File: config.mk
export PLATFORM = sky130hd
export DESIGN_NAME = axi_aw_issuer_flat
export DESIGN_NICKNAME = d
export VERILOG_FILES = /design/src/hdl/udp_axi_pkg.sv /design/src/hdl/fifo_rd_if.sv /design/src/hdl/axi_aw_issuer.sv /design/src/flat_wrapper.sv
export VERILOG_INCLUDE_DIRS = /design/src /design/src/hdl
export SDC_FILE = /design/constraint.sdc
export NUM_CORES = 1
export LEC_CHECK = 0
export ABC_AREA = 1
export BUFFER_PORTS_ARGS = -buffer_cell sky130_fd_sc_hd__buf_2
export CORE_ASPECT_RATIO = 0.5
export CORE_MARGIN = 1
export CORE_UTILIZATION = 34
export CTS_CLUSTER_DIAMETER = 100
export DETAILED_ROUTE_END_ITERATION = 16
export PLACE_DENSITY_LB_ADDON = 0.25
export SYNTH_ARGS = -nofsm -noshare
export SYNTH_HDL_FRONTEND = slang
export SYNTH_SLANG_ARGS = --single-unit
File: constraint.sdc
create_clock -name gmii_rx_clk -period 1.4 [get_ports gmii_rx_clk]
set_input_delay 0.07 -clock gmii_rx_clk [delete_from_list [all_inputs] [get_ports gmii_rx_clk]]
set_output_delay 0.07 -clock gmii_rx_clk [all_outputs]
set_load 0.05 [all_outputs]
File: src/hdl/udp_axi_params.svh
`ifndef UDP_AXI_PARAMS_SVH
`define UDP_AXI_PARAMS_SVH

// AXI and UDP word widths
`define UDP_AXI_ADDR_W   32
`define UDP_AXI_DATA_W   32
`define UDP_AXI_ID_W     2
`define UDP_AXI_LEN_W    8
`define UDP_AXI_BURST_W  2

// buffer depths in entries
`define DESC_FIFO_DEPTH  16
`define WDATA_FIFO_DEPTH 256
`define RESP_FIFO_DEPTH  16

// top byte of the first word of each frame kind
`define CMD_MARK  8'h00
`define DATA_MARK 8'hFF
`define RESP_MARK 8'hF0

`endif

File: src/hdl/udp_axi_pkg.sv
`include "udp_axi_params.svh"

package udp_axi_pkg;

    // one write-address request, 44 bits
    typedef struct packed {
        logic [`UDP_AXI_ID_W-1:0]    id;
        logic [`UDP_AXI_BURST_W-1:0] burst;
        logic [`UDP_AXI_LEN_W-1:0]   len;
        logic [`UDP_AXI_ADDR_W-1:0]  addr;
    } wr_desc_t;

    // one write-data beat, 33 bits
    typedef struct packed {
        logic [`UDP_AXI_DATA_W-1:0] data;
        logic                       last;
    } wdata_beat_t;

    typedef logic [`UDP_AXI_DATA_W-1:0] udp_word_t;   // response frame word

endpackage

File: src/hdl/fifo_rd_if.sv
`timescale 1ns/1ps

interface fifo_rd_if #(
    parameter type T     = logic [31:0],
    parameter int  DEPTH = 16
);
    logic                       rd_en;     // pop head at clock edge
    T                           rd_data;   // head entry, valid while !empty
    logic                       empty;
    logic [$clog2(DEPTH+1)-1:0] count;     // current occupancy

    modport producer (
        input  rd_en,
        output rd_data,
        output empty,
        output count
    );

    modport consumer (
        output rd_en,
        input  rd_data,
        input  empty,
        input  count
    );

endinterface

File: src/hdl/axi_aw_issuer.sv
`timescale 1ns/1ps
`include "udp_axi_params.svh"

module axi_aw_issuer
    import udp_axi_pkg::*;
(
    input  logic                        gmii_rx_clk,
    input  logic                        rstn,
    fifo_rd_if.consumer                 desc,
    output logic [`UDP_AXI_ID_W-1:0]    awid,
    output logic [`UDP_AXI_ADDR_W-1:0]  awaddr,
    output logic [`UDP_AXI_LEN_W-1:0]   awlen,
    output logic [`UDP_AXI_BURST_W-1:0] awburst,
    output logic                        awvalid,
    input  logic                        awready
);
    wr_desc_t desc_q;   // descriptor on the bus

    assign desc.rd_en = !awvalid && !desc.empty;   // one in flight

    always_ff @(posedge gmii_rx_clk or posedge rstn) begin
        if (rstn) begin
            awvalid <= 1'b0;
        end else if (desc.rd_en) begin
            awvalid <= 1'b1;
        end else if (awvalid && awready) begin
            awvalid <= 1'b0;
        end
    end

    always_ff @(posedge gmii_rx_clk) begin
        if (desc.rd_en) begin
            desc_q <= desc.rd_data;
        end
    end

    assign awid    = desc_q.id;
    assign awaddr  = desc_q.addr;
    assign awlen   = desc_q.len;
    assign awburst = desc_q.burst;

    a_aw_hold: assert property (@(posedge gmii_rx_clk) disable iff (rstn)
        awvalid && !awready |=> awvalid && $stable(desc_q));

endmodule

File: src/flat_wrapper.sv
// flat-port wrapper written by rule: the top's interface ports become plain ports
module axi_aw_issuer_flat import udp_axi_pkg::*;
  (gmii_rx_clk, rstn, awid, awaddr, awlen, awburst, awvalid, awready, desc_rd_en, desc_rd_data, desc_empty, desc_count);
  fifo_rd_if desc_i ();
  input  logic gmii_rx_clk;
  input  logic rstn;
  output logic [`UDP_AXI_ID_W-1:0] awid;
  output logic [`UDP_AXI_ADDR_W-1:0] awaddr;
  output logic [`UDP_AXI_LEN_W-1:0] awlen;
  output logic [`UDP_AXI_BURST_W-1:0] awburst;
  output logic awvalid;
  input  logic awready;
  output wire logic [$bits(desc_i.rd_en)-1:0] desc_rd_en;
  input wire logic [$bits(desc_i.rd_data)-1:0] desc_rd_data;
  input wire logic [$bits(desc_i.empty)-1:0] desc_empty;
  input wire logic [$bits(desc_i.count)-1:0] desc_count;
  assign desc_rd_en = desc_i.rd_en;
  assign desc_i.rd_data = desc_rd_data;
  assign desc_i.empty = desc_empty;
  assign desc_i.count = desc_count;
  axi_aw_issuer u_core (.gmii_rx_clk(gmii_rx_clk), .rstn(rstn), .desc(desc_i), .awid(awid), .awaddr(awaddr), .awlen(awlen), .awburst(awburst), .awvalid(awvalid), .awready(awready));
endmodule
==> flow_summary.ini <==
[logic_synthesis]
syn_area_um2 = 1110
syn_inst = 54
synth.avg_cell_area_um2 = 20.6
synth-seq-area-share_pct = 88.4
yosysWarnings = 0
synthDistinctLibCells = 7
ys_seq_elements = 33

[timing]
rsz0062_at_grt = false
setup_viol = 0
tns_ps = 0
timing.final.crit_share_pct = 95.3
whs_ps = 30.2
maxSlewViolCount = 0
hold_viol = 0
max_clock_freq_mhz = 749
fin_skew_ps = 5.29
period_minus_slack_ps = 1330

[routing]
dr.first_iter.drc_count = 11
via_count = 807
wirelength_um = 2260
vias_per_cell = 3.94
ant_nets = 0
drcViolationCount = 0
drtPass1Iterations = 3
wl_per_cell_um = 11.0

[cells_and_area]
final_cell_mix = buf_2 (68), dlygate4sd3_1 (33), edfxtp_1 (32)
syn2layout_area_growth_pct = 73.0
drive_above_1_share_pct = 49.1
fin_util_pct = 62.9
final_common_cell = buf_2
layout.nets = 205
num_antenna_cells = 0
layoutNonFillerInstCount = 205
fillers = 232

[hold_path]
hold_class = input pin to register

[critical_path]
critPathKind = register to primary output
cp_slowest_cell = dfrtp_2
cp_num_cells = 5
worst_setup_path_start_kind = register
rr_worst_depth = 4
crit_arrival_ps = 1260
crit_family = buffers and inverters
cp_max_fo = 17
critPathBufInv = 4
cp-startpoint = u_core.awvalid
r2r-start = u_core.awvalid
crit_end = desc_rd_en
end_kind = primary output
rrSetupSlack_ps = 280
worstReg2RegEnd = u_core.awaddr[2]
critPathMaxStageDelay_ps = 410
path_cells = inv_2 > nand2_2 > clkinvlp_4 > buf_12 > buf_6
critPathRequiredTime_ps = 1330

[place]
hpwlAfterDp_um = 1370
dpl.cell_count = 163
io_buffers = 69
gp_congestion = 0.678

[clocking]
cts_made_buffers = 5
tritoncts = done
cts_buffer_depth = 2
path_clk_slew_ps = 60
cts-root-buf = clkbuf_8
htreeDepth = 2
insertion_delay_ps = 280
cts_sinks = 33

[floorplan]
core_area_um2 = 3070
io-pin-count = 87
die-area_um2 = 3530
die_x_um = 83.0
fp.dieH_um = 42.5
start_util_pct = 36.4
floorplan.rows = 14

[global_routing]
gr-total-overflow = 0
grt_start_max_net_pins = 34
grt_antenna_before_repair = 0
grt_pass1_wl_um = 3370
gr-usage-all-layers_pct = 13.1
grt_pass1_vias = 808

[power_and_ir_drop]
ir_drop_mv = 0.748
p_leak_nw = 0.852
power.density_nw_per_um2 = 1270

[run]
drv_cap = 0

[status]
status = complete, no violations
-- kinds of logic after synthesis --
logic type,share of synthesized area [%]
other,0.336
buffers and inverters,9.76
DFF,88.4
and+or+nand+nor,1.46
-- state kept, by name (all words and copies together), names as in the netlist --
name and flops:
u_core.awaddr 32, u_core.awvalid 1
-- worst register-to-register path: cells and delay by family (launching register included) --
family	cells	cell delay [ps]
DFF	1	410
buffers and inverters	3	340
and+or+nand+nor	1	70
-- where the power goes --
part	internal [mW]	leakage, nW	total [mW]	switching (mW)
logic	0.172	0.500	0.586	0.414
registers	1.17	0.313	1.19	0.0176
clock network	0.353	0.0395	0.662	0.309
-- area by class of cell --
| cell class | count | area, um^2 | share of cell area (%) |
|---|---|---|---|
| Clock buffer | 8 | 80.1 | 4.15 |
| Timing Repair Buffer | 104 | 727 | 37.7 |
| Sequential cell | 33 | 987 | 51.2 |
| Multi-Input combinational cell | 15 | 61.3 | 3.18 |
| Inverter | 5 | 22.5 | 1.17 |
| Tap cell | 40 | 50.0 | 2.60 |
-- worst min path at each step --
stage / slack (ps) / cells after the start / start / endpoint
global placement: -100 / 2 / rstn / u_core.awvalid
floorplan: -200 / 1 / rstn / u_core.awvalid
CTS: 30 / 4 / awready / u_core.awvalid
global route: 50 / 4 / awready / u_core.awvalid
detailed placement: -90 / 2 / rstn / u_core.awvalid
finish: 30 / 4 / awready / u_core.awvalid
-- layer usage --
metal,global-route usage [%],wire length [um]
met1,11.8,821
met2,23.9,1250
met3,5.91,157
met4,9.31,36
met5,0,0
-- synthesized netlist by cell type --
| master | n | area [um^2] |
|---|---|---|
| edfxtp_1 | 32 | 961 |
| buf_4 | 12 | 90.1 |
| inv_1 | 5 | 18.8 |
| nand2_2 | 2 | 12.5 |
| conb_1 | 1 | 3.75 |
| dfrtp_1 | 1 | 25.0 |
| nand2_1 | 1 | 3.75 |
-- per-stage QoR --
stage / power (mW) / setup WS (ps) / cell area (um^2)
floorplan: 1.61 / -332 / 1160
global placement: 1.70 / 249 / 1490
global route: 2.53 / 3.98 / 1930
detailed placement: 1.71 / 215 / 1490
CTS: 2.45 / 21.0 / 1900
finish: 2.44 / 65.2 / 1930
-- repair_timing --
| item | CTS | global route |
|---|---|---|
| endpoints found under the setup margin | 1 | 1 |
| hold buffers | 33 | 0 |
| cloned | 0 | 1 |
| gates resized for setup | 2 | 0 |
| setup buffers | 0 | 0 |
| hold endpoints to repair | 33 | 0 |
(Power assumes the default switching activity.)
