## config.mk

```make
export PLATFORM = sky130hd
export DESIGN_NAME = axi_w_issuer_flat
export DESIGN_NICKNAME = d
export VERILOG_FILES = /design/src/hdl/udp_axi_pkg.sv /design/src/hdl/fifo_rd_if.sv /design/src/hdl/axi_w_issuer.sv /design/src/flat_wrapper.sv
export VERILOG_INCLUDE_DIRS = /design/src /design/src/hdl
export SDC_FILE = /design/constraint.sdc
export NUM_CORES = 1
export LEC_CHECK = 0
export ABC_AREA = 1
export ABC_CLOCK_PERIOD_IN_PS = 2050
export BUFFER_PORTS_ARGS = -buffer_cell sky130_fd_sc_hd__buf_4
export CAP_MARGIN = 30
export CELL_PAD_IN_SITES_DETAIL_PLACEMENT = 1
export CELL_PAD_IN_SITES_GLOBAL_PLACEMENT = 2
export CORE_MARGIN = 4
export CORE_UTILIZATION = 21
export CTS_CLUSTER_SIZE = 8
export DETAILED_ROUTE_END_ITERATION = 12
export HOLD_SLACK_MARGIN = 0.06
export PLACE_DENSITY_LB_ADDON = 0.1
export SYNTH_ARGS = -nofsm -noshare
export SYNTH_HDL_FRONTEND = slang
export SYNTH_SLANG_ARGS = --single-unit
```

## constraint.sdc

```tcl
create_clock -name gmii_rx_clk -period 2.05 [get_ports gmii_rx_clk]
set_clock_uncertainty 0.2 [all_clocks]
set_input_delay 0.205 -clock gmii_rx_clk [delete_from_list [all_inputs] [get_ports gmii_rx_clk]]
set_output_delay 0.205 -clock gmii_rx_clk [all_outputs]
set_load 0.005 [all_outputs]
```

## src/hdl/udp_axi_params.svh

```systemverilog
`ifndef UDP_AXI_PARAMS_SVH
`define UDP_AXI_PARAMS_SVH

// AXI and UDP word widths
`define UDP_AXI_ADDR_W   32
`define UDP_AXI_DATA_W   32
`define UDP_AXI_ID_W     2
`define UDP_AXI_LEN_W    8
`define UDP_AXI_BURST_W  2

// buffer depths in entries
`define DESC_FIFO_DEPTH  16
`define WDATA_FIFO_DEPTH 256
`define RESP_FIFO_DEPTH  16

// top byte of the first word of each frame kind
`define CMD_MARK  8'h00
`define DATA_MARK 8'hFF
`define RESP_MARK 8'hF0

`endif

```

## src/hdl/udp_axi_pkg.sv

```systemverilog
`include "udp_axi_params.svh"

package udp_axi_pkg;

    // one write-address request, 44 bits
    typedef struct packed {
        logic [`UDP_AXI_ID_W-1:0]    id;
        logic [`UDP_AXI_BURST_W-1:0] burst;
        logic [`UDP_AXI_LEN_W-1:0]   len;
        logic [`UDP_AXI_ADDR_W-1:0]  addr;
    } wr_desc_t;

    // one write-data beat, 33 bits
    typedef struct packed {
        logic [`UDP_AXI_DATA_W-1:0] data;
        logic                       last;
    } wdata_beat_t;

    typedef logic [`UDP_AXI_DATA_W-1:0] udp_word_t;   // response frame word

endpackage

```

## src/hdl/fifo_rd_if.sv

```systemverilog
`timescale 1ns/1ps

interface fifo_rd_if #(
    parameter type T     = logic [31:0],
    parameter int  DEPTH = 16
);
    logic                       rd_en;     // pop head at clock edge
    T                           rd_data;   // head entry, valid while !empty
    logic                       empty;
    logic [$clog2(DEPTH+1)-1:0] count;     // current occupancy

    modport producer (
        input  rd_en,
        output rd_data,
        output empty,
        output count
    );

    modport consumer (
        output rd_en,
        input  rd_data,
        input  empty,
        input  count
    );

endinterface

```

## src/hdl/axi_w_issuer.sv

```systemverilog
`timescale 1ns/1ps
`include "udp_axi_params.svh"

module axi_w_issuer
    import udp_axi_pkg::*;
(
    input  logic                         gmii_rx_clk,
    input  logic                         rstn,
    fifo_rd_if.consumer                  beats,
    output logic [`UDP_AXI_DATA_W-1:0]   wdata,
    output logic [`UDP_AXI_DATA_W/8-1:0] wstrb,
    output logic                         wlast,
    output logic                         wvalid,
    input  logic                         wready
);
    wdata_beat_t beat_q;   // output stage

    // refill when the stage is empty or drains this cycle
    assign beats.rd_en = !beats.empty && (!wvalid || wready);

    always_ff @(posedge gmii_rx_clk or posedge rstn) begin
        if (rstn) begin
            wvalid <= 1'b0;
        end else if (beats.rd_en) begin
            wvalid <= 1'b1;
        end else if (wready) begin
            wvalid <= 1'b0;
        end
    end

    always_ff @(posedge gmii_rx_clk) begin
        if (beats.rd_en) begin
            beat_q <= beats.rd_data;
        end
    end

    assign wdata = beat_q.data;
    assign wlast = beat_q.last;
    assign wstrb = '1;   // full-word writes only

    a_w_hold: assert property (@(posedge gmii_rx_clk) disable iff (rstn)
        wvalid && !wready |=> wvalid && $stable(beat_q));

endmodule

```

## src/flat_wrapper.sv

```systemverilog
// flat-port wrapper written by rule: the top's interface ports become plain ports
module axi_w_issuer_flat import udp_axi_pkg::*;
  (gmii_rx_clk, rstn, wdata, wstrb, wlast, wvalid, wready, beats_rd_en, beats_rd_data, beats_empty, beats_count);
  fifo_rd_if beats_i ();
  input  logic gmii_rx_clk;
  input  logic rstn;
  output logic [`UDP_AXI_DATA_W-1:0] wdata;
  output logic [`UDP_AXI_DATA_W/8-1:0] wstrb;
  output logic wlast;
  output logic wvalid;
  input  logic wready;
  output wire logic [$bits(beats_i.rd_en)-1:0] beats_rd_en;
  input wire logic [$bits(beats_i.rd_data)-1:0] beats_rd_data;
  input wire logic [$bits(beats_i.empty)-1:0] beats_empty;
  input wire logic [$bits(beats_i.count)-1:0] beats_count;
  assign beats_rd_en = beats_i.rd_en;
  assign beats_i.rd_data = beats_rd_data;
  assign beats_i.empty = beats_empty;
  assign beats_i.count = beats_count;
  axi_w_issuer u_core (.gmii_rx_clk(gmii_rx_clk), .rstn(rstn), .beats(beats_i), .wdata(wdata), .wstrb(wstrb), .wlast(wlast), .wvalid(wvalid), .wready(wready));
endmodule
```

==> results.toml <==
[detailed_routing]
detail-route-antenna-nets = 0
first_pass_iters = 2
finalWirelength_um = 2750
vias = 797
drt_iter0_drc = 34
viasPerCell = 3.59
wl_per_cell_um = 12.4
drcViolationCount = 0

[yosys]
synth_fa_ha_area_share_pct = 0
synthXorXnorAreaFrac_pct = 0
yosysSeqAreaShare_pct = 93.5
synth_compound_area_share_pct = 0.830
syn_inst = 45
ys_seq_elements = 33
syn_avg_cell_area_um2 = 23.4
synth_top_family_by_area = "buffers and inverters"
yosys_warnings = 0
synth_cell_types = 7
synthSimpleGateAreaFrac_pct = 0.712
synth.area.mux_share_pct = 0
netlist_area_mm2 = 0.00105

[clock_network]
h-tree-depth = 2
postCtsSetupBuffers = 0
ctsHoldBuffers = 35
cts_buffers = 5
cts_buffer_depth = 2
insertion_delay_ns = 0.27
clockRootBuffer = "clkbuf_8"
ctsResizeCount = 0
path_clk_slew_ns = 0.06
clock_sinks = 33
cts_tree = "yes"

[grt]
grt_max_degree = 26
globalRouteOverflowTotal = 0
grt_pass1_wl_um = 4420
grt_pass1_vias = 894
antenna_found_initial = 0
grt_usage_pct = 9.27

[floorplan]
fp.dieH_um = 78.9
die_area_mm2 = 0.00622
start_util_pct = 22.0
die_w_um = 78.9
rows = 25
pin_count = 80
core_area_mm2 = 0.00479

[layout]
final_cells = 222
most-common-layout-cells = "buf_4, dlygate4sd3_1, edfxtp_1"
mostFrequentLayoutCell = "buf_4"
diodes = 0
nets = 196
drive_gt1_share_pct = 49.0
area_delta_synth_final_pct = 97.6

[pwr]
p_leak_nw = 0.876
vdd_drop_max_mv = 0.264
power_mw = 1.43
power_density_mw_per_mm2 = 686

[worst_setup_path]
cp-start-kind = "input pin"
crit_family = "buffers and inverters"
endpoint_kind = "primary output"
crit_slowest_cell = "dlygate4sd3_1"
critPathMaxStageDelay_ns = 0.54
critical_path_buf_inv_count = 3
critPathArrivalTime_ns = 1.37
cp.required_ns = 1.64
path_common_cell = "buf_4"
crit_cells = 4
crit_fanout = 9
reg2regPathDepth = 2
worstSetupPathType = "in2out"
crit_chain = "dlygate4sd3_1 > buf_4 > a21oi_4 > buf_4"

[placed_design]
hpwl_um = 1880
gp_congestion = 0.608
port_buffers = 69
numPlacedInstances = 180

[outcome]
status = "completed"

[sta]
rsz0062_at_grt = "no"
min_period_ns = 1.77
whs_ns = 0.132
drv_slew = 0
max_freq_mhz = 565
hold_violations = 0
fin_setup_tns_ns = 0
setup_violations = 0
fin_crit_sh_pct = 86.4

[worst_hold_path]
hold_class = "in2async"

[job]
maxCapViolations = 0
[synth_stat cells (all sizes together)]
cell	instances	area, µm²
conb	2	7.51
buf	5	37.5
inv	2	7.51
edfxtp	32	961
a21oi	1	8.76
nand2	2	7.51
dfrtp	1	25.0
[stage by stage]
step	utilization, %	setup WS, ns	area, µm²
floorplan	-	0.0764	1070
global placement	34.6	0.553	1660
detailed placement	34.6	0.536	1660
CTS	43.6	0.276	2080
global route	43.6	0.231	2080
finish	43.6	0.279	2080
[final timing paths]
check                                           from                    endpoint  slack (ns)
setup / recovery                         beats_empty                 beats_rd_en        0.28
hold / removal                                  rstn   u_core.wvalid$_DFFE_PP0P_        0.13
setup reg to reg           u_core.wvalid$_DFFE_PP0P_  u_core.wdata[23]$_DFFE_PP_        0.54
hold reg to reg            u_core.wvalid$_DFFE_PP0P_  u_core.wdata[27]$_DFFE_PP_        0.52
max in group asynchronous                       rstn   u_core.wvalid$_DFFE_PP0P_        1.43
min in group gmii_rx_clk                      wready  u_core.wdata[27]$_DFFE_PP_        0.23
[sequential cells by signal (all words and copies together), names as in the netlist]
register and count:
u_core.wdata 31, u_core.wlast 1, u_core.wvalid 1
[report_power, final]
part	total (mW)	switching, mW	internal, mW
sequential	0.796	0.0111	0.785
clock	0.440	0.212	0.228
combinational	0.194	0.0611	0.133
[worst register-to-register path, delay by kind of cell, from the launching register on]
kind,cells,cell delay [ns]
flops,1,0.42
compound gates,1,0.35
buf+inv,1,0.24
[routing by layer]
| layer | share of wire, % | GRT usage (%) | vias to the layer above |
|---|---|---|---|
| met1 | 35 | 9.29 | 370 |
| met4 | 1.1 | 3.09 | 0 |
| li1 | - | - | 373 |
| met5 | 0 | 0 | - |
| met3 | 11 | 4.65 | 5 |
| met2 | 53 | 16.6 | 49 |
[cell type report]
cell class | instances | area (µm²)
fillers | 502 | 2700
inverters | 2 | 7.51
repair buffers | 105 | 888
clock buffers | 6 | 72.6
well taps | 67 | 83.8
clock inverters | 1 | 3.75
flip-flops and latches | 33 | 986
multi-input cells | 8 | 42.5
[cells by family (layout without fill, tap and decap cells)]
kind of cell | count (synthesis) | after routing
buf+inv | 7 | 114
simple gates | 2 | 2
flops | 33 | 33
other cells | 2 | 5
compound gates | 1 | 1
(Power assumes the default switching activity.)
