$ cat config.mk
export PLATFORM = sky130hd
export DESIGN_NAME = udp_cmd_parser
export DESIGN_NICKNAME = d
export VERILOG_FILES = /design/src/hdl/udp_axi_pkg.sv /design/src/hdl/udp_cmd_parser.sv
export VERILOG_INCLUDE_DIRS = /design/src /design/src/hdl
export SDC_FILE = /design/constraint.sdc
export NUM_CORES = 1
export LEC_CHECK = 0
export BUFFER_PORTS_ARGS = -buffer_cell sky130_fd_sc_hd__buf_2
export CORE_MARGIN = 8
export CORE_UTILIZATION = 30
export DETAILED_ROUTE_END_ITERATION = 16
export PLACE_DENSITY = 0.57
export REMOVE_ABC_BUFFERS = 1
export SETUP_SLACK_MARGIN = 0.1
export SYNTH_ARGS = -nofsm -noshare
export SYNTH_HDL_FRONTEND = slang
export SYNTH_SLANG_ARGS = --single-unit
$ cat constraint.sdc
create_clock -name gmii_rx_clk -period 5.8 [get_ports gmii_rx_clk]
set_clock_uncertainty 0.15 [all_clocks]
set_input_delay 0.29 -clock gmii_rx_clk [delete_from_list [all_inputs] [get_ports gmii_rx_clk]]
set_output_delay 0.29 -clock gmii_rx_clk [all_outputs]
set_load 0.01 [all_outputs]
$ cat src/hdl/udp_axi_params.svh
`ifndef UDP_AXI_PARAMS_SVH
`define UDP_AXI_PARAMS_SVH

// AXI and UDP word widths
`define UDP_AXI_ADDR_W   32
`define UDP_AXI_DATA_W   32
`define UDP_AXI_ID_W     2
`define UDP_AXI_LEN_W    8
`define UDP_AXI_BURST_W  2

// buffer depths in entries
`define DESC_FIFO_DEPTH  16
`define WDATA_FIFO_DEPTH 256
`define RESP_FIFO_DEPTH  16

// top byte of the first word of each frame kind
`define CMD_MARK  8'h00
`define DATA_MARK 8'hFF
`define RESP_MARK 8'hF0

`endif

$ cat src/hdl/udp_axi_pkg.sv
`include "udp_axi_params.svh"

package udp_axi_pkg;

    // one write-address request, 44 bits
    typedef struct packed {
        logic [`UDP_AXI_ID_W-1:0]    id;
        logic [`UDP_AXI_BURST_W-1:0] burst;
        logic [`UDP_AXI_LEN_W-1:0]   len;
        logic [`UDP_AXI_ADDR_W-1:0]  addr;
    } wr_desc_t;

    // one write-data beat, 33 bits
    typedef struct packed {
        logic [`UDP_AXI_DATA_W-1:0] data;
        logic                       last;
    } wdata_beat_t;

    typedef logic [`UDP_AXI_DATA_W-1:0] udp_word_t;   // response frame word

endpackage

$ cat src/hdl/udp_cmd_parser.sv
`timescale 1ns/1ps
`include "udp_axi_params.svh"

module udp_cmd_parser
    import udp_axi_pkg::*;
(
    input  logic                       gmii_rx_clk,
    input  logic                       rstn,
    input  logic                       udp_rx_en,
    input  logic [`UDP_AXI_DATA_W-1:0] udp_rx_data,
    input  logic                       udp_rx_done,
    output logic                       desc_wr_en,
    output wr_desc_t                   desc_wr_data,
    input  logic                       desc_full,
    output logic                       beat_wr_en,
    output wdata_beat_t                beat_wr_data,
    input  logic                       beat_full
);
    typedef enum logic [1:0] {ST_IDLE, ST_CMD, ST_DATA, ST_DISC} state_t;

    state_t                     state;
    logic                       addr_phase;   // next command word is an address
    logic [`UDP_AXI_DATA_W-1:0] hdr;          // last descriptor header word
    logic                       hdr_is_wr;
    logic [7:0]                 marker;
    logic                       desc_vld;
    logic                       beat_vld;

    assign marker    = udp_rx_data[31:24];
    assign hdr_is_wr = (hdr[31:24] == `CMD_MARK) && hdr[16];

    // a full FIFO loses the entry
    assign desc_wr_en = desc_vld && !desc_full;
    assign beat_wr_en = beat_vld && !beat_full;

    always_ff @(posedge gmii_rx_clk or posedge rstn) begin
        if (rstn) begin
            state      <= ST_IDLE;
            addr_phase <= 1'b0;
            desc_vld   <= 1'b0;
            beat_vld   <= 1'b0;
        end else begin
            desc_vld <= 1'b0;
            beat_vld <= 1'b0;
            if (udp_rx_en) begin
                case (state)
                    ST_IDLE: begin
                        addr_phase <= 1'b1;   // first word is itself a header
                        if (marker == `CMD_MARK) begin
                            state <= ST_CMD;
                        end else if (marker == `DATA_MARK) begin
                            state <= ST_DATA;
                        end else begin
                            state <= ST_DISC;
                        end
                    end
                    ST_CMD: begin
                        addr_phase <= !addr_phase;
                        desc_vld   <= addr_phase && hdr_is_wr;   // reads are dropped
                    end
                    ST_DATA: beat_vld <= 1'b1;
                    default: ;
                endcase
                if (udp_rx_done) begin
                    state <= ST_IDLE;   // frame over
                end
            end
        end
    end

    always_ff @(posedge gmii_rx_clk) begin
        if (udp_rx_en && (state == ST_IDLE || (state == ST_CMD && !addr_phase))) begin
            hdr <= udp_rx_data;
        end
        if (udp_rx_en && state == ST_CMD && addr_phase) begin
            desc_wr_data.id    <= hdr[21:20];
            desc_wr_data.burst <= hdr[23:22];
            desc_wr_data.len   <= hdr[15:8];
            desc_wr_data.addr  <= udp_rx_data;
        end
        if (udp_rx_en) begin
            beat_wr_data.data <= udp_rx_data;
            beat_wr_data.last <= udp_rx_done;   // last word of frame ends burst
        end
    end

    a_desc_lost: assert property (@(posedge gmii_rx_clk) disable iff (rstn)
        desc_vld |-> !desc_full)
        else $error("descriptor lost, descriptor FIFO full");
    a_beat_lost: assert property (@(posedge gmii_rx_clk) disable iff (rstn)
        beat_vld |-> !beat_full)
        else $error("write beat lost, data FIFO full");

endmodule

==> Flow_metrics.wiki <==
{| class="wikitable"
! Metric !! Value
|-
| Share of synthesized flip-flops with an asynchronous set or reset || 4.854%
|-
| Final hold slack || 0.02884 ns
|-
| Sum of negative setup slack || 0 ns
|-
| Post-Syn Area per Cell || 25.54 µm²
|-
| Nature of the critical path startpoint || input pin
|-
| 1st-iter DRT viols || 90
|-
| Via density per instance || 4.085
|-
| TritonRoute pass-1 iters || 4
|-
| Gr ovfl total || 0
|-
| Count of final setup violators || 0
|-
| Number of design rule violations left after detail routing || 0
|-
| Site row count || 38
|-
| Count of unique library cells instantiated by Yosys || 19
|-
| Power per unit of standard cell area || 325.8 nW/µm²
|-
| Number of buffers inserted during clock tree synthesis || 9
|-
| Clock transition at the register clock pins on the worst setup and hold paths after CTS || 0.09 ns
|-
| Area of the core || 10650 µm²
|-
| Count of flip-flops with a built-in enable after synthesis || 98
|-
| Wire length per cell after detailed routing || 15.25 µm
|-
| Layout cell share with drive strength beyond 1 || 47.55%
|-
| Endpoint required time on the critical path || 5.63 ns
|-
| Sequential element share of the synthesized area || 95.33%
|-
| Maximum clock rate || 482.2 MHz
|-
| DP Worst Slack || 3.313 ns
|-
| Largest net degree at the start of global routing || 45
|-
| Layout fillers || 955
|-
| CTS tree || done
|-
| First-pass GRT wire length || 10120 µm
|-
| Cell count after synthesis || 126
|-
| Cell area after technology mapping || 3218 µm²
|-
| Peak supply drop || 112.8 µV
|-
| Clock tree root buffer cell || clkbuf_8
|-
| Primary FF master, synth || edfxtp_1
|-
| Lkg Pwr || 1.709 nW
|-
| Area Growth Syn to Fin || 38.26%
|-
| Measured slew at the worst slew-check pin || 0.9196 ns
|-
| Path type of the worst min-delay path || in -> reg
|-
| Vias in the first global route || 1850
|-
| Top cells by instance count after synthesis || edfxtp_1 (98), dfrtp_1 (5), inv_1 (3), nor4_1 (3)
|-
| Num ports || 117
|-
| Headroom to the max-slew limit || 38.60%
|-
| Routed wire length || 6496 µm
|-
| DRT antenna net count || 0
|-
| Aggregate global-route resource usage || 9.145%
|-
| Number of maximum-capacitance constraint violations || 0
|-
| Estimated wirelength of the detail-placed design || 4584 µm
|-
| Post-route fraction of the period consumed by the critical path || 35.76%
|-
| Area occupied by registers || 3068 µm²
|-
| Worst setup slack after layout || 3.726 ns
|-
| Fraction of synthesized cell area taken by the top area cell type || 91.45%
|-
| Antenna violations before repair || 0
|-
| Clk_lat worst skew || 0.35 ns
|-
| Arr. time, crit path || 1.90 ns
|-
| IO buf count || 116
|-
| Dominant cells by area after synthesis || edfxtp_1 (91%), dfrtp_1 (3.9%), nor4_1 (0.58%), nand4_1 (0.39%), nor2b_1 (0.39%)
|-
| Final Hold Vio Count || 0
|-
| Maximum fanout along the worst path || 44
|-
| Count of pins over their slew limit || 0
|-
| Die Ht || 119.6 µm
|-
| Yosys warns || 0
|-
| Starting density of the core || 30.22%
|-
| Run status || complete, no violations
|-
| Total number of nets in the final design || 320
|-
| Number of levels the H-tree was split into || 3
|-
| Cell with the most instances after synthesis || edfxtp_1
|-
| Die Wd || 119.6 µm
|-
| Unrepaired setup endpoints after global routing || no
|-
| Startpoint-to-endpoint class of the critical path || in -> reg
|-
| Final weighted congestion in routability-driven placement || 0.7190
|-
| Total number of clock tree sinks || 103
|-
| Overall die area || 14300 µm²
|-
| Total vias in the final route || 1740
|-
| Final critical-path required period || 2.074 ns
|-
| Diode count || 0
|-
| Combined area of the multi-input logic cells || 142.6 µm²
|-
| Synth area leader || edfxtp_1
|-
| #FFs+latches synth || 103
|-
| Deepest clock path buffer count || 2
|-
| Kind of end point of the critical path || register
|}
-- worst max-delay path: stages --
cell and delay, ns:
buf_2 0.08, buf_4 0.42, and2b_1 0.26, nand3_2 0.12, inv_2 0.69
-- kinds of logic (layout without fill, tap and decap cells) --
| group | Yosys count | count (layout) | share of synthesized area, % |
|---|---|---|---|
| compound gates | 6 | 6 | 1.283 |
| simple gates | 14 | 14 | 3.033 |
| buf+inv | 3 | 163 | 0.3499 |
| flops | 103 | 103 | 95.33 |
-- worst paths after layout --
kind | cells after the start | slack [ns] | start | end
setup / recovery | 5 | 3.73 | udp_rx_en | desc_wr_data[12]$_DFFE_PP_
hold / removal | 1 | 0.03 | udp_rx_data[29] | desc_wr_data[29]$_DFFE_PP_
setup reg to reg | 3 | 3.79 | state[1]$_DFFE_PP0P_ | desc_wr_data[12]$_DFFE_PP_
hold reg to reg | 0 | 0.27 | hdr[8]$_DFFE_PP_ | desc_wr_data[32]$_DFFE_PP_
max in group asynchronous | 3 | 5.09 | rstn | addr_phase$_DFFE_PP0P_
min in group asynchronous | 3 | 0.24 | rstn | beat_vld$_DFF_PP0_
-- power by group --
part	total [mW]	internal [mW]	leakage, nW	switching, mW
registers	0.904	0.886	0.982	0.0177
logic	0.134	0.0544	0.638	0.0792
clock network	0.412	0.195	0.0887	0.217
-- metal layers --
| metal | vias up | GRT usage (%) | wire length [µm] |
|---|---|---|---|
| met2 | 88 | 13.97 | 2947 |
| li1 | 813 | - | - |
| met3 | 11 | 6.059 | 957 |
| met4 | 0 | 3.981 | 82 |
| met5 | - | 0 | 0 |
| met1 | 828 | 9.743 | 2508 |
-- stage by stage --
stage,area [µm²],util [%],total power [mW],cells
2_1_floorplan,3218,-,0.9670,126
3_3_place_gp,3993,37.49,1.041,384
3_5_place_dp,3993,37.49,1.045,384
4_1_cts,4449,41.78,1.476,426
5_1_grt,4449,41.78,1.517,426
6_report,4449,41.78,1.450,426
-- repair_timing --
action	CTS	global route
endpoints found under the hold margin	72	0
hold buffers	27	0
setup buffers	0	0
resized for setup	0	0
-- cells in the final DEF, fill, tap and decap left out, types with 2 or more instances in the layout --
master         synthesis  layout
buf_2                  0     116
buf_4                  0       2
clkbuf_8               0       9
clkinvlp_4             0       2
dfrtp_1                5       5
dlygate4sd3_1          0      27
edfxtp_1              98      98
inv_1                  3       2
nand4_1                2       2
nor2b_1                2       2
nor4_1                 3       3
-- area by class of cell --
cell class,count,share of cell area [%]
Clock buffer,9,2.784
Clock inverter,6,1.406
Inverter,3,0.2531
Multi-Input combinational cell,20,3.206
Sequential cell,103,68.95
Tap cell,140,3.937
Timing Repair Buffer,145,19.46
-- sequential cells by signal, summed over array words and instances, names as in the netlist --
register / cells
beat_vld: 1
desc_vld: 1
beat_wr_data: 33
addr_phase: 1
state: 2
hdr: 21
desc_wr_data: 44
Note: power is estimated with default switching activity, not from simulation.
