`config.mk`:
```
export PLATFORM = sky130hd
export DESIGN_NAME = sync_fifo_flat
export DESIGN_NICKNAME = d
export VERILOG_FILES = /design/src/hdl/udp_axi_pkg.sv /design/src/hdl/fifo_rd_if.sv /design/src/hdl/sync_fifo.sv /design/src/flat_wrapper.sv
export VERILOG_INCLUDE_DIRS = /design/src /design/src/hdl
export SDC_FILE = /design/constraint.sdc
export NUM_CORES = 1
export LEC_CHECK = 0
export ABC_AREA = 1
export BUFFER_PORTS_ARGS = -buffer_cell sky130_fd_sc_hd__buf_2
export CAP_MARGIN = 20
export CORE_UTILIZATION = 29
export CTS_BUF_LIST = sky130_fd_sc_hd__clkbuf_8
export DETAILED_ROUTE_END_ITERATION = 8
export SLEW_MARGIN = 20
export SYNTH_ARGS = -nofsm -noshare
export SYNTH_HDL_FRONTEND = slang
export SYNTH_SLANG_ARGS = --single-unit
```
`constraint.sdc`:
```
create_clock -name gmii_rx_clk -period 2.7 [get_ports gmii_rx_clk]
set_input_delay 0.135 -clock gmii_rx_clk [delete_from_list [all_inputs] [get_ports gmii_rx_clk]]
set_output_delay 0.135 -clock gmii_rx_clk [all_outputs]
set_load 0.01 [all_outputs]
```
`src/hdl/udp_axi_params.svh`:
```
`ifndef UDP_AXI_PARAMS_SVH
`define UDP_AXI_PARAMS_SVH

// AXI and UDP word widths
`define UDP_AXI_ADDR_W   32
`define UDP_AXI_DATA_W   32
`define UDP_AXI_ID_W     2
`define UDP_AXI_LEN_W    8
`define UDP_AXI_BURST_W  2

// buffer depths in entries
`define DESC_FIFO_DEPTH  16
`define WDATA_FIFO_DEPTH 256
`define RESP_FIFO_DEPTH  16

// top byte of the first word of each frame kind
`define CMD_MARK  8'h00
`define DATA_MARK 8'hFF
`define RESP_MARK 8'hF0

`endif

```
`src/hdl/udp_axi_pkg.sv`:
```
`include "udp_axi_params.svh"

package udp_axi_pkg;

    // one write-address request, 44 bits
    typedef struct packed {
        logic [`UDP_AXI_ID_W-1:0]    id;
        logic [`UDP_AXI_BURST_W-1:0] burst;
        logic [`UDP_AXI_LEN_W-1:0]   len;
        logic [`UDP_AXI_ADDR_W-1:0]  addr;
    } wr_desc_t;

    // one write-data beat, 33 bits
    typedef struct packed {
        logic [`UDP_AXI_DATA_W-1:0] data;
        logic                       last;
    } wdata_beat_t;

    typedef logic [`UDP_AXI_DATA_W-1:0] udp_word_t;   // response frame word

endpackage

```
`src/hdl/fifo_rd_if.sv`:
```
`timescale 1ns/1ps

interface fifo_rd_if #(
    parameter type T     = logic [31:0],
    parameter int  DEPTH = 16
);
    logic                       rd_en;     // pop head at clock edge
    T                           rd_data;   // head entry, valid while !empty
    logic                       empty;
    logic [$clog2(DEPTH+1)-1:0] count;     // current occupancy

    modport producer (
        input  rd_en,
        output rd_data,
        output empty,
        output count
    );

    modport consumer (
        output rd_en,
        input  rd_data,
        input  empty,
        input  count
    );

endinterface

```
`src/hdl/sync_fifo.sv`:
```
`timescale 1ns/1ps

module sync_fifo
    import udp_axi_pkg::*;
#(
    parameter type T     = udp_word_t,
    parameter int  DEPTH = 16
) (
    input  logic        gmii_rx_clk,
    input  logic        rstn,
    input  logic        wr_en,
    input  T            wr_data,
    output logic        full,
    fifo_rd_if.producer rd
);
    localparam int AW = (DEPTH > 1) ? $clog2(DEPTH) : 1;
    localparam int CW = $clog2(DEPTH + 1);

    T              mem [DEPTH];
    logic [AW-1:0] wr_ptr;
    logic [AW-1:0] rd_ptr;
    logic [CW-1:0] count;
    logic          do_wr;
    logic          do_rd;

    function automatic logic [AW-1:0] next_ptr(input logic [AW-1:0] p);
        return (p == AW'(DEPTH - 1)) ? '0 : p + 1'b1;   // wrap for any depth
    endfunction

    assign do_wr      = wr_en && !full;
    assign do_rd      = rd.rd_en && !rd.empty;
    assign full       = (count == CW'(DEPTH));
    assign rd.empty   = (count == '0);
    assign rd.count   = count;
    assign rd.rd_data = mem[rd_ptr];   // fall-through head

    always_ff @(posedge gmii_rx_clk) begin
        if (do_wr) begin
            mem[wr_ptr] <= wr_data;
        end
    end

    always_ff @(posedge gmii_rx_clk or posedge rstn) begin
        if (rstn) begin
            wr_ptr <= '0;
            rd_ptr <= '0;
            count  <= '0;
        end else begin
            if (do_wr) begin
                wr_ptr <= next_ptr(wr_ptr);
            end
            if (do_rd) begin
                rd_ptr <= next_ptr(rd_ptr);
            end
            count <= count + CW'(do_wr) - CW'(do_rd);
        end
    end

    a_no_overflow: assert property (@(posedge gmii_rx_clk) disable iff (rstn)
        !(wr_en && full));
    a_no_underflow: assert property (@(posedge gmii_rx_clk) disable iff (rstn)
        !(rd.rd_en && rd.empty));

endmodule

```
`src/flat_wrapper.sv`:
```
// flat-port wrapper written by rule: the top's interface ports become plain ports
module sync_fifo_flat import udp_axi_pkg::*;
#(
    parameter type T     = udp_word_t,
    parameter int  DEPTH = 16
)
  (gmii_rx_clk, rstn, wr_en, wr_data, full, rd_rd_en, rd_rd_data, rd_empty, rd_count);
  fifo_rd_if #(.T(T), .DEPTH(DEPTH)) rd_i ();
  input  logic gmii_rx_clk;
  input  logic rstn;
  input  logic wr_en;
  input  T wr_data;
  output logic full;
  input wire logic [$bits(rd_i.rd_en)-1:0] rd_rd_en;
  output wire logic [$bits(rd_i.rd_data)-1:0] rd_rd_data;
  output wire logic [$bits(rd_i.empty)-1:0] rd_empty;
  output wire logic [$bits(rd_i.count)-1:0] rd_count;
  assign rd_i.rd_en = rd_rd_en;
  assign rd_rd_data = rd_i.rd_data;
  assign rd_empty = rd_i.empty;
  assign rd_count = rd_i.count;
  sync_fifo #(.T(T), .DEPTH(DEPTH)) u_core (.gmii_rx_clk(gmii_rx_clk), .rstn(rstn), .wr_en(wr_en), .wr_data(wr_data), .full(full), .rd(rd_i));
endmodule
```
==> results.py, run 1 <==
metrics = {
    "power": {
        "intPower_w": 0.01596,
        "power.total_w": 0.02556,
        "p_clk_share_pct": 25.2,
        "p_sw_w": 0.009600,
        "vdd_drop_max_mv": 0.5378,
        "p_per_area_nw_per_um2": 941.1,
        "sw_frac_of_total_pct": 37.56,
        "seqPwrFrac_pct": 39.3,
        "combPwrFrac_pct": 35.5,
        "p_leak_nw": 12.04,
    },
    "drt": {
        "firstDrtPassIters": 5,
        "drc": 0,
        "viasPerCell": 4.247,
        "routedWlPerCell_microns": 15.78,
        "drt_iter0_drc": 1072,
        "finalWirelength_microns": 56480,
        "ant_nets": 0,
        "num_vias": 15200,
    },
    "clock_tree": {
        "clkSinkCount": 525,
        "tritoncts": "built",
        "tritoncts.num_buffers": 88,
        "insertion_delay_ps": 680,
        "ctsLongestPathBuffers": 3,
        "htreeDepth": 3,
        "clk_pin_slew_worst_paths_ps": 60,
        "clock-root-buffer": "clkbuf_8",
    },
    "setup_path": {
        "arrival_ps": 2470,
        "crit_path_cell_trace": "buf_4, clkbuf_16, nand2_1, nand3_1, nand3_1, nand3_1, nand2_1, buf_2",
        "critical_path.endpoint_type": "primary output",
        "r2r_slack_ps": 220,
        "crit_type": "flip-flop to primary output",
        "cp_max_fo": 30,
        "cp_common_cell": "nand3_1",
        "cp-start-kind": "flip-flop",
        "cpPeakStageDelay_ps": 570,
        "rr_worst_depth": 13,
        "cp.required_ps": 2570,
        "slowest_stage": "dfrtp_4",
    },
    "timing": {
        "fin_skew_ps": 49.82,
        "hold_viol": 0,
        "slew_headroom_pct": 62.58,
        "setup_violations": 0,
        "fmax_ghz": 0.3843,
        "min_period_over_period_pct": 96.38,
        "post-route-min-period_ps": 2602,
        "rsz0062_at_grt": "true",
        "whs_ps": 56.83,
        "maxSlewViolCount": 0,
        "worstMarginPinSlew_ps": 561.4,
    },
    "logic_synthesis": {
        "synth_xor_area_share_pct": 0.1893,
        "seq_area_frac_synth_pct": 67.86,
        "ys_ff_latch": 525,
        "synth_top_family_by_area": "simple AND/OR/NAND/NOR gates",
        "synth_area_leaders": "edfxtp_1 66%, nand2_1 13%, inv_1 8.1%, nand3_1 7.1%, dfrtp_1 1.4%",
        "synth_mux_area_share_pct": 0,
        "synth_area_leader_cell": "edfxtp_1",
        "yosysUniqueCellTypes": 20,
        "synth_area_sq_um": 23140,
        "synth_fa_ha_area_share_pct": 0.6814,
        "syn-num-nets": 2345,
        "synth_top_area_share_pct": 66.45,
        "avgSynthCellArea_sq_um": 10.07,
        "synth_compound_gate_area_share_pct": 0.1514,
        "yosys.area_share.simple_pct": 20.39,
        "synthCells": 2297,
        "yosys_warnings": 0,
    },
    "run_status": {
        "status": "finished, final reports clean",
    },
    "die": {
        "design.core.area_sq_um": 79000,
        "die_area_sq_um": 80910,
        "initial_core_util_pct": 29.29,
        "rows": 103,
        "fp.dieH_microns": 284.5,
        "io_pins": 75,
        "die_x_microns": 284.5,
    },
    "finish": {
        "mostFrequentLayoutCell": "nand2_1",
        "fin_util_pct": 34.38,
        "fill_cells": 7918,
        "multiInputGateArea_sq_um": 5104,
        "drive_above_1_share_pct": 10.64,
        "area_growth_syn_to_layout_pct": 17.39,
        "final_nets": 2506,
        "final_cell_mix": "790 x nand2_1, 530 x inv_1, 512 x edfxtp_1",
        "seq_area_sq_um": 15710,
        "instances_no_fill": 3580,
    },
    "place": {
        "dpl.cell_count": 3376,
        "io_buffer_count": 74,
        "hpwl_microns": 31520,
        "gp_congestion": 0.7694,
    },
    "grt": {
        "grt_pass1_wl_microns": 85790,
        "grt_use_total_pct": 13.64,
        "grt_max_degree": 123,
        "grt-ovfl-total": 0,
        "grt_pass1_vias": 14830,
        "antenna_found_initial": 1,
    },
    "worst_hold_path": {
        "hold_path_class": "input pin to asynchronous set/reset pin",
    },
    "flow_run": {
        "cap_violations": 0,
    },
}
[power groups by stage]
stage               sequential [W]  combinational [W]  clock (W)
finish                      0.0100            0.00907    0.00645
floorplan                   0.0101            0.00563          0
detailed placement          0.0102            0.00882          0
global route                0.0101             0.0102    0.00700
CTS                         0.0100            0.00894    0.00664
global placement            0.0102            0.00876          0
[final cells by class]
cell class | instances | area share (%)
sequential | 525 | 57.84
tap | 1050 | 4.837
clock buffer | 89 | 4.510
timing repair buffer | 172 | 5.634
clock inverter | 71 | 1.318
inverter | 502 | 7.053
multi-input combinational | 1169 | 18.79
antenna | 2 | 0.01843
[flip-flops by register name, summed over array words and instances (netlist names)]
| signal | flops |
|---|---|
| u_core.mem | 512 |
| u_core.rd.count | 5 |
| u_core.wr_ptr | 4 |
| u_core.rd_ptr | 4 |
[repair_timing]
item	CTS	global route
gates resized for setup	7	10
endpoints found under the hold margin	531	0
setup buffers	0	2
setup endpoints to repair	21	29
hold buffers	35	0
cloned	0	5
pin swaps	0	1
[per-layer routing]
layer,track usage (%),up-vias,wire [microns]
met1,18.14,7182,25400
met4,4.637,0,1092
met2,22.43,372,26850
li1,-,7567,-
met3,2.327,83,3138
met5,0,-,0
[critical path, delay by kind of cell (launching register included)]
kind | cells | cell delay (ps)
AND/OR/NAND/NOR | 5 | 580
buffers and inverters | 3 | 620
flip-flops | 1 | 570
[cells in the mapped netlist]
cell	n
inv_4	1
edfxtp_1	512
buf_1	10
clkbuf_1	9
buf_6	13
a21oi_1	2
nand2_1	794
inv_2	2
ha_1	11
buf_4	13
buf_2	56
o21ai_0	5
clkinv_1	1
fa_1	1
nand4_1	3
inv_1	498
nand3_1	329
nor2_1	19
dfrtp_1	13
xor2_1	5
[path summary, 6_finish.rpt]
kind | startpoint | to
worst max register to register | u_core.rd.count[2] | u_core.rd.count[4]
max in group asynchronous | rstn | u_core.rd_ptr[1]
min in group gmii_rx_clk | rd_rd_en | u_core.rd_ptr[3]
worst min-delay path | rstn | u_core.wr_ptr[0]
worst min register to register | u_core.rd_ptr[3] | u_core.rd_ptr[3]
worst max-delay path | u_core.rd_ptr[0] | rd_rd_data[3]
[cell families (layout without fill, tap and decap cells)]
kind of cell               Yosys count  after routing
other                                0              2
xor gates and xnor gates             5              5
and+or+nand+nor                   1145           1145
DFF                                525            525
adders and majority gates           12             12
AOI/OAI and AO/OA                    7              7
buffers and inverters              603            834
[metrics by stage]
step,TNS [ps],setup WS [ps],cell area [sq um]
detailed placement,0,149.1,25010
CTS,-69.46,-33.44,26980
global route,-15.48,-15.48,27160
floorplan,-94230,-196.6,23140
finish,0,97.70,27160
global placement,0,155.8,25010
(Power assumes the default switching activity.)
==> run 2, diff against run 1 <==
clock period = 3.3 ns   (was 2.7 ns; I/O delays follow)
==> run 2 against run 1 <==
Net effect:
- highest routed layer unchanged
- cell count decreased by 0.84%
- register-to-register slack gained 500 ps
- flip-flop and latch count stayed put
==> results.py, run 2 (synthesis results as in run 1) <==
metrics = {
    "place": {
        "io_buffer_count": 74,
        "hpwl_microns": 29560,
        "gp_congestion": 0.7308,
    },
    "setup_path": {
        "cp_common_cell": "nand3_1",
        "arrival_ps": 2720,
        "critical_path.endpoint_type": "primary output",
        "crit_type": "flip-flop to primary output",
        "path_buf_inv": 3,
        "slowest_stage": "dfrtp_2",
        "cp-start-kind": "flip-flop",
        "crit_path_cell_trace": "inv_2, buf_4, nand3_1, nand3_1, nand2_1, buf_2",
        "cpPeakStageDelay_ps": 790,
        "cp_max_fo": 22,
        "critPathTopFamily": "buffers and inverters",
        "cp.required_ps": 3130,
    },
    "die": {
        "die_area_sq_um": 80910,
        "die_x_microns": 284.5,
        "initial_core_util_pct": 29.29,
        "fp.dieH_microns": 284.5,
        "design.core.area_sq_um": 79000,
        "rows": 103,
        "io_pins": 75,
    },
    "drt": {
        "ant_nets": 0,
        "num_vias": 15020,
        "drc": 0,
        "routedWlPerCell_microns": 15.06,
        "finalWirelength_microns": 53480,
        "drt_iter0_drc": 993,
        "firstDrtPassIters": 5,
        "viasPerCell": 4.232,
    },
    "grt": {
        "met3_usage_pct": 2.665,
        "use_met2_pct": 22.16,
        "grt_pass1_vias": 15000,
        "grt_use_total_pct": 13.38,
        "antenna_found_initial": 2,
        "grt_use_met1_pct": 17.13,
        "grt-ovfl-total": 0,
        "grt_max_degree": 146,
        "grt_pass1_wl_microns": 84140,
        "grt.busiest_layer": "met2",
    },
    "finish": {
        "fill_cells": 7869,
        "largest_register_ffs": 512,
        "multiInputGateArea_sq_um": 5081,
        "largestRegisters": "u_core.mem (512), u_core.rd.count (5)",
        "drive_above_1_share_pct": 9.564,
        "final_cell_mix": "794 x nand2_1, 529 x inv_1, 512 x edfxtp_1",
        "area_growth_syn_to_layout_pct": 15.48,
        "final_nets": 2482,
        "regMostFlops": "u_core.mem",
        "seq_area_sq_um": 15710,
        "mostFrequentLayoutCell": "nand2_1",
    },
    "clock_tree": {
        "insertion_delay_ps": 690,
        "clkSinkCount": 525,
        "ctsLongestPathBuffers": 3,
        "holdBufCountCts": 35,
        "clk_pin_slew_worst_paths_ps": 60,
        "clock-root-buffer": "clkbuf_8",
        "tritoncts": "built",
        "cts_resized": 0,
        "tritoncts.num_buffers": 85,
        "htreeDepth": 3,
        "cts_setup_buffers": 0,
    },
    "timing": {
        "post-route-min-period_ps": 2883,
        "rsz0062_at_grt": "false",
        "maxSlewViolCount": 0,
        "slew_headroom_pct": 46.92,
        "fmax_ghz": 0.3469,
        "setup_violations": 0,
        "min_period_over_period_pct": 87.36,
        "fin_tns_setup_ps": 0,
        "worstMarginPinSlew_ps": 796.2,
        "fin_skew_ps": 39.52,
        "hold_viol": 0,
    },
    "power": {
        "p_sw_w": 0.007541,
        "sw_frac_of_total_pct": 37.50,
        "combPwrFrac_pct": 33.7,
        "vdd_drop_max_mv": 0.4842,
        "seqPwrFrac_pct": 41.0,
        "p_per_area_nw_per_um2": 752.6,
        "power.total_w": 0.02011,
        "intPower_w": 0.01257,
        "p_clk_share_pct": 25.3,
        "p_leak_nw": 11.83,
    },
    "worst_hold_path": {
        "hold_path_class": "input pin to asynchronous set/reset pin",
    },
    "flow_run": {
        "cap_violations": 0,
    },
    "run_status": {
        "status": "finished, final reports clean",
    },
}
-- run 2: cell count changes in the layout (fill, tap and decap cells not counted), sizes merged --
| cell | previous run | this run |
|---|---|---|
| inv | 535 | 536 |
| clkbuf | 93 | 88 |
| buf | 133 | 116 |
| clkinvlp | 2 | 0 |
| diode | 2 | 1 |
| clkinv | 34 | 30 |
| bufinv | 2 | 0 |
-- run 2: metal layers --
layer	share of wire, %	wire (microns)	up-vias
met3	5.7	3023	88
li1	-	-	7528
met5	0	0	-
met2	47	25080	326
met1	45	23950	7080
met4	2.7	1419	0
-- run 2: final timing paths --
path	start	slack (ps)	cells after the start	endpoint
worst min register to register	u_core.rd_ptr[3]	570	2	u_core.rd_ptr[3]
worst max register to register	u_core.rd.count[2]	720	13	u_core.rd.count[4]
worst max-delay path	u_core.rd_ptr[2]	420	6	rd_rd_data[11]
max in group asynchronous	rstn	2780	3	u_core.rd_ptr[1]
min in group gmii_rx_clk	rd_rd_en	380	5	u_core.rd_ptr[3]
worst min-delay path	rstn	100	3	u_core.rd.count[2]
-- run 2: power by group through the flow --
stage | clock [W] | sequential (W) | combinational [W]
2_1_floorplan | 0 | 0.00830 | 0.00461
3_3_place_gp | 0 | 0.00836 | 0.00684
3_5_place_dp | 0 | 0.00838 | 0.00689
4_1_cts | 0.00524 | 0.00825 | 0.00695
5_1_grt | 0.00553 | 0.00829 | 0.00770
6_report | 0.00509 | 0.00825 | 0.00677
-- run 2: stage by stage --
step,hold WS [ps],util (%),area (sq um),setup slack (ps),std cells
CTS,75.55,33.82,26710,344.6,3549
global placement,270.1,31.45,24850,761.2,3362
finish,95.13,33.82,26720,417.2,3550
floorplan,41.96,-,23140,403.4,2297
detailed placement,276.8,31.45,24850,721.4,3362
global route,131.9,33.82,26720,206.3,3550
-- run 2: cell type report --
cell class / instances / area share [%]
flip-flops and latches: 525 / 58.80
inverters: 502 / 7.090
diodes: 1 / 0.009366
multi-input cells: 1169 / 19.02
clock buffers: 88 / 4.533
well taps: 1050 / 4.917
clock inverters: 64 / 1.147
repair buffers: 151 / 4.486
-- run 2: worst min-delay path: stages --
cell           delay (ps)
dlygate4sd3_1         530
buf_2                 130
inv_1                 400
==> run 3, diff against run 2 <==
ABC_AREA = default   (was 1)
==> run 3 against run 2 <==
Net effect:
- critical path depth unchanged
- register-to-register slack worse by 240 ps
- sequential power up 2%
- routed wire length down 16%
- largest power group unchanged
- largest cell class unchanged
==> results.py, run 3 <==
metrics = {
    "setup_path": {
        "cp_max_fo": 35,
        "r2r_slack_ps": 480,
        "critical_path.endpoint_type": "primary output",
        "rr_worst_depth": 12,
        "cp.required_ps": 3130,
        "cp-start-kind": "flip-flop",
        "arrival_ps": 2890,
        "crit_type": "flip-flop to primary output",
    },
    "timing": {
        "slew_headroom_pct": 50.22,
        "hold_viol": 0,
        "min_period_over_period_pct": 92.47,
        "fmax_ghz": 0.3277,
        "worstMarginPinSlew_ps": 746.6,
        "fin_skew_ps": 45.37,
        "fin_tns_setup_ps": 0,
        "maxSlewViolCount": 0,
        "post-route-min-period_ps": 3051,
        "rsz0062_at_grt": "false",
        "fin_ws_ps": 248.6,
        "setup_violations": 0,
    },
    "logic_synthesis": {
        "synth_ff_type": "edfxtp_1",
        "yosys_warnings": 0,
        "ys_top_cells_by_count": "512 x edfxtp_1, 96 x mux2i_1, 93 x mux4_2",
        "synth_area_leader_cell": "edfxtp_1",
        "yosysUniqueCellTypes": 35,
        "synth_edf_count": 512,
        "seq_area_frac_synth_pct": 77.10,
        "syn-num-nets": 998,
        "synthArstFlopShare_pct": 2.476,
        "avgSynthCellArea_sq_um": 21.44,
        "synth_top_area_share_pct": 75.50,
        "ys_ff_latch": 525,
        "synth_area_leaders": "edfxtp_1 76%, mux4_2 10%, mux2i_1 4.7%, dfrtp_1 1.6%, a32oi_1 1.4%",
        "synthCells": 950,
        "synth_area_sq_um": 20360,
        "synth.most_common_cell": "edfxtp_1",
    },
    "drt": {
        "drc": 0,
        "finalWirelength_microns": 44970,
        "routedWlPerCell_microns": 21.19,
        "drt_iter0_drc": 766,
        "viasPerCell": 4.685,
        "num_vias": 9941,
        "wl_met2_microns": 22070,
        "met3_length_microns": 2853,
        "drt-met1-wl_microns": 19140,
        "topRoutingLayerUsed": "met4",
        "firstDrtPassIters": 5,
        "ant_nets": 0,
    },
    "finish": {
        "largestRegisters": "u_core.mem (512), u_core.rd.count (5)",
        "multiInputGateArea_sq_um": 4472,
        "mostFrequentLayoutCell": "edfxtp_1",
        "regMostFlops": "u_core.mem",
        "fill_cells": 6383,
        "final_nets": 1181,
        "area_growth_syn_to_layout_pct": 18.86,
        "seq_area_sq_um": 15710,
        "num_antenna_cells": 0,
        "largest_register_ffs": 512,
        "drive_above_1_share_pct": 28.72,
        "final_cell_mix": "512 x edfxtp_1, 96 x mux2i_1, 93 x mux4_2",
    },
    "run_status": {
        "status": "finished, final reports clean",
    },
    "place": {
        "io_buffer_count": 74,
        "hpwl_microns": 26000,
        "gp_congestion": 0.7329,
        "dp_slack_ps": 481.1,
    },
    "clock_tree": {
        "insertion_delay_ps": 660,
        "tritoncts.num_buffers": 83,
        "clkSinkCount": 525,
        "htreeDepth": 3,
        "clk_pin_slew_worst_paths_ps": 60,
        "tritoncts": "built",
        "clock-root-buffer": "clkbuf_8",
        "ctsLongestPathBuffers": 3,
    },
    "grt": {
        "grt-ovfl-total": 0,
        "grt_use_total_pct": 12.79,
        "antenna_found_initial": 0,
        "grt_max_degree": 47,
        "grt_pass1_vias": 10770,
        "grt_pass1_wl_microns": 67370,
    },
    "power": {
        "p_per_area_nw_per_um2": 827.4,
        "vdd_drop_max_mv": 0.5063,
        "p_leak_nw": 7.922,
    },
    "die": {
        "die_x_microns": 267.0,
        "initial_core_util_pct": 29.48,
        "io_pins": 75,
        "die_area_sq_um": 71280,
        "fp.dieH_microns": 267.0,
        "rows": 96,
        "design.core.area_sq_um": 69070,
    },
    "worst_hold_path": {
        "hold_path_class": "input pin to asynchronous set/reset pin",
    },
    "flow_run": {
        "cap_violations": 0,
    },
}
## run 3: changes by cell type after synthesis, sizes merged, moves of 4 or more
cell and change:
nand2 -786, inv -490, nand3 -325, mux2i +96, mux4 +96, buf -53, a22oi +32, a32oi +32
o21ai +30, clkbuf +7, nor3 +5, nor2 -4, xnor2 +4
## run 3: area by class of cell
class / count / share of cell area, %
multi-input cells: 359 / 18.48
inverters: 11 / 0.1706
clock buffers: 84 / 4.777
repair buffers: 153 / 5.087
well taps: 931 / 4.813
clock inverters: 59 / 1.763
flip-flops and latches: 525 / 64.91
## run 3: path summary, 6_finish.rpt
kind                               startpoint                  to
min                                      rstn  u_core.rd.count[2]
min reg2reg                u_core.rd.count[3]  u_core.rd.count[4]
max                          u_core.rd_ptr[1]       rd_rd_data[3]
max reg2reg                u_core.rd.count[3]  u_core.rd.count[4]
min in group gmii_rx_clk                wr_en    u_core.wr_ptr[0]
max in group asynchronous                rstn    u_core.rd_ptr[0]
## run 3: kinds of logic (layout without fill, tap and decap cells)
family                   count (synthesis)  in the layout  synth area share (%)
AO/OA/AOI/OAI                          107            107                 3.674
AND/OR/NAND/NOR                         40             40                0.9708
buffers and inverters                   66            307                 1.684
XOR/XNOR                                 6              6                0.2581
adder cells (fa/ha/maj)                 12             12                0.7742
flip-flops                             525            525                 77.10
multiplexers                           194            194                 15.54
## run 3: critical path: stages (launching register included)
cell and delay [ps]:
dfrtp_4 830, buf_4 430, mux2i_1 120, a22oi_1 250
mux2i_1 110, o21ai_1 250, buf_2 180
## run 3: stage by stage
stage / instance area (sq um) / total power (W) / util (%) / cells / hold slack, ps
after floorplan: 20380 / 0.01250 / - / 950 / 41.96
after global placement: 22250 / 0.01479 / 32.22 / 1944 / 225.6
after detailed placement: 22250 / 0.01488 / 32.22 / 1944 / 246.2
after CTS: 24180 / 0.02031 / 35.00 / 2121 / 72.55
after global routing: 24200 / 0.02101 / 35.04 / 2122 / 127.2
final: 24200 / 0.02002 / 35.04 / 2122 / 104.1
## run 3: what timing repair did
action	in CTS	in global routing
buffers inserted	0	1
endpoints found under the setup margin	0	6
resized for setup	0	0
hold buffers	34	0
hold endpoints to repair	529	0
## run 3: metal layers
layer | vias up | GRT usage (%)
li1 | 4363 | -
met1 | 5215 | 16.51
met2 | 291 | 21.00
met3 | 72 | 3.045
met4 | 0 | 4.442
met5 | - | 0
## run 3: where the power goes
part	switching, W	leakage [nW]	internal [W]	total [W]
Sequential	0.000404	4.78	0.00799	0.00839
Clock	0.00250	0.866	0.00285	0.00536
Combinational	0.00353	2.28	0.00274	0.00627
